[src/rtl/mpmem_pkg.sv]
package mpmem_pkg;

  // array geometry, fixed here since the typedefs below depend on it
  localparam int addr_bits = 6;
  localparam int num_words = 64;
  localparam int word_bits = 24;

  // word address into the array
  typedef logic [addr_bits-1:0] addr_t;

  // one data word
  typedef logic [word_bits-1:0] word_t;

  // per-bit write mask, set bit means write this bit
  typedef logic [word_bits-1:0] mask_t;

  // one write port request
  // after decode, mask holds the effective mask for that port
  typedef struct packed {
    logic  en;
    addr_t addr;
    word_t data;
    mask_t mask;
  } wr_req_t;

endpackage

[src/rtl/write_port_decode.sv]
`timescale 1ns/1ps

module write_port_decode #(
  parameter int num_wr_ports = 4
) (
  input  logic               clk,
  input  logic               rst,
  input  mpmem_pkg::wr_req_t wr_req [num_wr_ports],
  output mpmem_pkg::wr_req_t wr_eff [num_wr_ports],
  output logic               wr_conflict
);

  // mask left to each port after higher ports take their bits
  mpmem_pkg::mask_t eff_mask [num_wr_ports];

  // port i collided with some higher port on overlapping bits
  logic [num_wr_ports-1:0] port_overlap;
  logic                    conflict_d;

  // both enabled and aimed at the same word
  function automatic logic same_word(
    input mpmem_pkg::wr_req_t a,
    input mpmem_pkg::wr_req_t b
  );
    return a.en && b.en && (a.addr == b.addr);
  endfunction

  // two requests on one word that claim a common bit
  function automatic logic masks_overlap(
    input mpmem_pkg::wr_req_t a,
    input mpmem_pkg::wr_req_t b
  );
    return (a.mask & b.mask) != '0;
  endfunction

  // bitwise priority, higher port number wins each bit it masks
  always_comb begin
    for (int i = 0; i < num_wr_ports; i++) begin
      eff_mask[i]     = wr_req[i].mask;
      port_overlap[i] = 1'b0;
      for (int j = i + 1; j < num_wr_ports; j++) begin
        if (same_word(wr_req[i], wr_req[j])) begin
          eff_mask[i] = eff_mask[i] & ~wr_req[j].mask;
          if (masks_overlap(wr_req[i], wr_req[j])) begin
            port_overlap[i] = 1'b1;
          end
        end
      end
    end
  end

  // resolved requests to the array
  // a port left with no bits is dropped entirely
  always_comb begin
    for (int i = 0; i < num_wr_ports; i++) begin
      wr_eff[i].en   = wr_req[i].en && (eff_mask[i] != '0);
      wr_eff[i].addr = wr_req[i].addr;
      wr_eff[i].data = wr_req[i].data;
      wr_eff[i].mask = eff_mask[i];
    end
  end

  assign conflict_d = |port_overlap;

  // one-cycle pulse, the cycle after the colliding requests
  always_ff @(posedge clk) begin
    if (rst) begin
      wr_conflict <= 1'b0;
    end else begin
      wr_conflict <= conflict_d;
    end
  end

endmodule

[config.mk]
export PLATFORM = sky130hd
export DESIGN_NAME = write_port_decode
export DESIGN_NICKNAME = d
export VERILOG_FILES = /design/src/rtl/mpmem_pkg.sv /design/src/rtl/write_port_decode.sv
export SDC_FILE = /design/constraint.sdc
export NUM_CORES = 1
export LEC_CHECK = 0
export BUFFER_PORTS_ARGS = -buffer_cell sky130_fd_sc_hd__buf_2
export CAP_MARGIN = 10
export CORE_AREA = 5 5 168 170
export CTS_BUF_LIST = sky130_fd_sc_hd__clkbuf_16
export CTS_CLUSTER_SIZE = 14
export DETAILED_ROUTE_END_ITERATION = 10
export DIE_AREA = 0 0 173 175
export GPL_ROUTABILITY_DRIVEN = 0
export HOLD_SLACK_MARGIN = 0.1
export PLACE_DENSITY = 0.38
export SLEW_MARGIN = 20
export SYNTH_ARGS = -nofsm -noshare
export SYNTH_HDL_FRONTEND = slang
export SYNTH_SLANG_ARGS = --single-unit
[constraint.sdc]
create_clock -name clk -period 5.33 [get_ports clk]
set_clock_uncertainty 0.15 [all_clocks]
set_input_delay 0.2665 -clock clk [delete_from_list [all_inputs] [get_ports clk]]
set_output_delay 0.2665 -clock clk [all_outputs]
set_load 0.05 [all_outputs]
==> results of run 1 <==
## Yosys cell counts (2+ instances only)
cell,number
xor2_1,24
nor2_1,14
nor4_4,2
xnor2_1,12
or4b_1,2
o21a_1,2
nand4_1,13
nor3_1,3
o21bai_1,2
inv_1,24
a221oi_1,44
clkbuf_1,10
a32o_1,3
buf_4,144
nand3_1,16
o21ai_0,13
buf_2,6
a21boi_0,27
a21oi_1,4
a21o_1,2
a22oi_1,38
a41oi_1,2
and3_1,6
nand2_1,13
nor4_1,23
a22o_1,32
o2111a_1,3
and2_1,6
a21bo_2,3
a31o_2,5
## critical path, cell delays in order
cell and delay (ns):
buf_2 0.13, xor2_1 0.17, nor4_1 0.40, buf_4 0.23, and2_1 0.69, a22oi_1 0.17, a32o_1 0.31, nor4_1 0.58
a41oi_1 0.29, buf_2 0.29
## where the power goes
group	total, mW	internal [mW]	switching, mW
Clock	0	0	0
Sequential	0.00781	0.00778	0.0000313
Combinational	0.528	0.134	0.395
## kinds of logic (layout without fill, tap and decap cells)
group	Yosys count	count (layout)	share of synthesized area, %
buffers and inverters	184	282	34.29
and+or+nand+nor	100	100	15.86
DFF	1	1	0.5542
AOI/OAI and AO/OA	183	183	40.56
xor gates and xnor gates	36	36	8.729
## metal layers
layer | part of all wire, % | global-route usage, % | vias up | wire length, µm
met5 | 0.099 | 0 | - | 28
met4 | 2.8 | 3.924 | 4 | 799
met3 | 10 | 5.149 | 84 | 2811
met2 | 49 | 30.34 | 360 | 13680
met1 | 38 | 20.64 | 2278 | 10830
li1 | - | - | 2017 | -
## worst paths after layout
check,start,endpoint,slack (ns),depth (start not counted)
setup / recovery,wr_req[216],wr_eff[219],1.38,10
hold / removal,rst,wr_conflict,0.28,2
## stage by stage
stage	util (%)	hold slack [ns]	setup slack, ns
floorplan	-	0.1889	1.752
global placement	15.83	0.2745	1.359
detailed placement	15.83	0.2779	1.375
CTS	15.83	0.2784	1.350
global route	15.83	0.2868	1.178
finish	15.83	0.2764	1.379
## cell usage in the layout (no fill, tap or decap), drive strengths merged, types with 14 or more instances in the layout
cell type,n
nor2,14
a21boi,27
buf,258
a221oi,44
xor2,24
nor4,25
nand3,16
a22o,32
a22oi,38
inv,24
## cell type report
class | instances | area (µm²)
sequential | 1 | 20.02
fill | 3168 | 22370
timing repair buffer | 258 | 1311
inverter | 24 | 90.09
tap | 341 | 426.7
multi-input combinational | 319 | 2360
==> flow_summary.yaml, run 1 <==
outcome:
  status: "complete, no violations"
sta:
  final-setup-viol-count: 0
  tightest_slew_ns: 0.8798
  slew-limit-headroom_pct: 40.91
  final-hold-violation-count: 0
  setup_tns_ns: 0
  max_freq_mhz: 253.1
  min_period_ns: 3.951
  period_share_pct: 74.13
  rsz0062_at_grt: "false"
  slew_violations: 0
power_and_ir_drop:
  power.density_nw_per_um2: 127.4
  power_mw: 0.5362
  p_leak_nw: 1.848
  peakVddDrop_v: 0.00004297
finish:
  stdcell_count: 943
  final_area_um2: 4208
  diodes: 0
  reg_top3: "wr_conflict: 1 flops"
  drive_gt1_share_pct: 44.68
  area_delta_synth_final_pct: 16.49
  largest-register: "wr_conflict"
  fin_nets: 826
  largest_reg_flops: 1
worst_setup_path:
  critPathLaunchType: "primary input"
  cp.arrival_ns: 3.53
  worstPathRequired_ns: 4.91
  worstSetupEndpointType: "primary output"
  cp_max_fo: 17
  crit_type: "primary input to primary output"
routing:
  vias: 4743
  drt-total-wl_um: 28150
  firstDrtPassIters: 6
  wl_per_cell_um: 29.85
  drt.antenna.violating_nets: 0
  drc: 0
  routed_via_density: 5.030
  first_iter_violations: 473
logic_synthesis:
  yosysWarnings: 0
  async_flop_share_pct: 0
  avgSynthCellArea_um2: 7.167
  yosys.area.top_type_share_pct: 29.93
  syn_nets: 726
  synthCells: 504
  yosysTopAreaCell: "buf_4"
  syn-cell-area_um2: 3612
  ys_types: 36
  synth_edf_count: 0
  synth_seq_area_share_pct: 0.5542
  synth-main-ff-cell: "dfxtp_1"
  yosys-top-cells-area: "buf_4 (30%), a221oi_1 (11%), a22oi_1 (7.9%)"
  ys_ff_latch: 1
grt:
  grt_overflow: 0
  grt_usage_pct: 17.21
  antenna_found_initial: 2
  grt_pass1_wl_um: 38340
  grt_start_max_net_pins: 26
  first_global_vias: 4790
die:
  dieWidth_um: 173
  core_area_um2: 26580
  row_count: 60
  start_util_pct: 13.59
  die_h_um: 175
  die-area_um2: 30280
  num_io_pins: 443
clock_tree:
  clk_pin_slew_ns: 0
  cts_resized: 0
  postCtsSetupBuffers: 0
  cts_hold_buf: 0
placement:
  post-dp-hpwl_um: 23950
  dpl-instance-area_um2: 4208
  io_buffers: 250
  dp.cells: 943
run:
  maxCapViolCount: 0
min_path:
  min_path_type: "primary input to flip-flop"
Note: power is estimated with default switching activity, not from simulation.
==> run 2, diff against run 1 <==
PLACE_DENSITY = 0.4   (was 0.38)
clock period = 3.55 ns   (was 5.33 ns; I/O delays follow)
==> flow_summary.yaml, run 2 (synthesis gave the netlist of run 1 again) <==
sta:
  final-hold-violation-count: 0
  final-setup-viol-count: 0
  hold_ws_ns: 0.1857
  slew_violations: 0
  tightest_slew_ns: 0.7036
  setup_tns_ns: 0
  min_period_ns: 3.325
  period_share_pct: 93.65
  slew-limit-headroom_pct: 52.67
  max_freq_mhz: 300.8
  rsz0062_at_grt: "false"
routing:
  routed_via_density: 4.979
  drt.antenna.violating_nets: 0
  first_iter_violations: 451
  drc: 0
  route.met2.wl_um: 13920
  drt-total-wl_um: 28760
  firstDrtPassIters: 5
  topRoutingLayerUsed: "met5"
  vias: 4760
  wl_met1_um: 11140
  dr_wl_met3_um: 2973
  wl_per_cell_um: 30.08
finish:
  reg_top3: "wr_conflict: 1 flops"
  stdcell_count: 956
  final_common_cell: "buf_2"
  largest_reg_flops: 1
  layout_common_cells: "buf_2 (250), a221oi_1 (44), a22oi_1 (38), a22o_1 (32), a21boi_0 (27)"
  drive_gt1_share_pct: 45.59
  fin_nets: 836
  area_delta_synth_final_pct: 19.12
  regArea_um2: 20.02
  largest-register: "wr_conflict"
  multi_input_area_um2: 2360
  n_fill_cell: 3156
placement:
  io_buffers: 250
  dp.cells: 953
  post-dp-hpwl_um: 24970
die:
  die-area_um2: 30280
  row_count: 60
  core_area_um2: 26580
  num_io_pins: 443
  start_util_pct: 13.59
  die_h_um: 175
  dieWidth_um: 173
grt:
  grt_overflow: 0
  antenna_found_initial: 4
  grt_pass1_wl_um: 39210
  grt_start_max_net_pins: 23
  first_global_vias: 4875
  grt_usage_pct: 17.58
worst_setup_path:
  crit_type: "primary input to primary output"
  worstPathRequired_ns: 3.22
  critPathLaunchType: "primary input"
  worstSetupEndpointType: "primary output"
  cp_max_fo: 9
  cp.arrival_ns: 3.00
clock_tree:
  clk_pin_slew_ns: 0
  postCtsSetupBuffers: 0
  cts_resized: 0
  cts_hold_buf: 0
run:
  maxCapViolCount: 0
power_and_ir_drop:
  power_frac_comb_pct: 98.5
  p_sw_mw: 0.5912
  p_clk_share_pct: 0
  peakVddDrop_v: 0.00007175
  swShare_pct: 73.29
  internal-power_mw: 0.2155
  p_leak_nw: 1.904
  power.density_nw_per_um2: 187.5
  p_seq_share_pct: 1.5
outcome:
  status: "complete, no violations"
min_path:
  worstHoldPathCells: 2
  min_path_type: "primary input to flip-flop"
## run 2: changes by cell type in the layout (fill, tap and decap cells not counted)
cell / previous run / this run
buf_12: 0 / 1
buf_4: 8 / 17
diode_2: 0 / 3
## run 2: power by group through the flow
stage / Combinational, mW / Sequential [mW] / Clock [mW]
after global placement: 0.800 / 0.0117 / 0
after CTS: 0.800 / 0.0117 / 0
after global routing: 0.835 / 0.0117 / 0
final: 0.795 / 0.0117 / 0.000000114
after floorplan: 0.774 / 0.0125 / 0
after detailed placement: 0.798 / 0.0117 / 0
## run 2: stage by stage
step	utilization [%]	area, µm²	worst slack (ns)	total power [mW]
detailed placement	16.16	4295	0.3180	0.8096
CTS	16.16	4295	0.3020	0.8119
finish	16.19	4303	0.2253	0.8067
global route	16.16	4295	0.1281	0.8469
floorplan	-	3612	0.1499	0.7865
global placement	16.16	4295	0.3325	0.8116
## run 2: path summary, 6_finish.rpt
check | end | from | slack, ns
max | wr_eff[219] | wr_req[216] | 0.23
min | wr_conflict | rst | 0.19
## run 2: cell type report
cell class / count / area share, %
Multi-Input combinational cell: 319 / 54.84
Timing Repair Buffer: 268 / 32.51
Tap cell: 341 / 9.916
Inverter: 24 / 2.094
Sequential cell: 1 / 0.4653
Antenna cell: 3 / 0.1745
## run 2: worst max-delay path, stage by stage
cell	delay [ns]
buf_2	0.14
xor2_1	0.17
nor4_1	0.46
buf_4	0.25
and2_1	0.40
buf_4	0.26
a22o_1	0.14
nor2_1	0.06
nor4_1	0.50
a41oi_1	0.18
buf_2	0.25
## run 2: layer usage
metal	up-vias	GRT usage, %
li1	2042	-
met1	2306	20.63
met4	2	3.592
met3	62	6.080
met2	348	31.16
met5	-	0
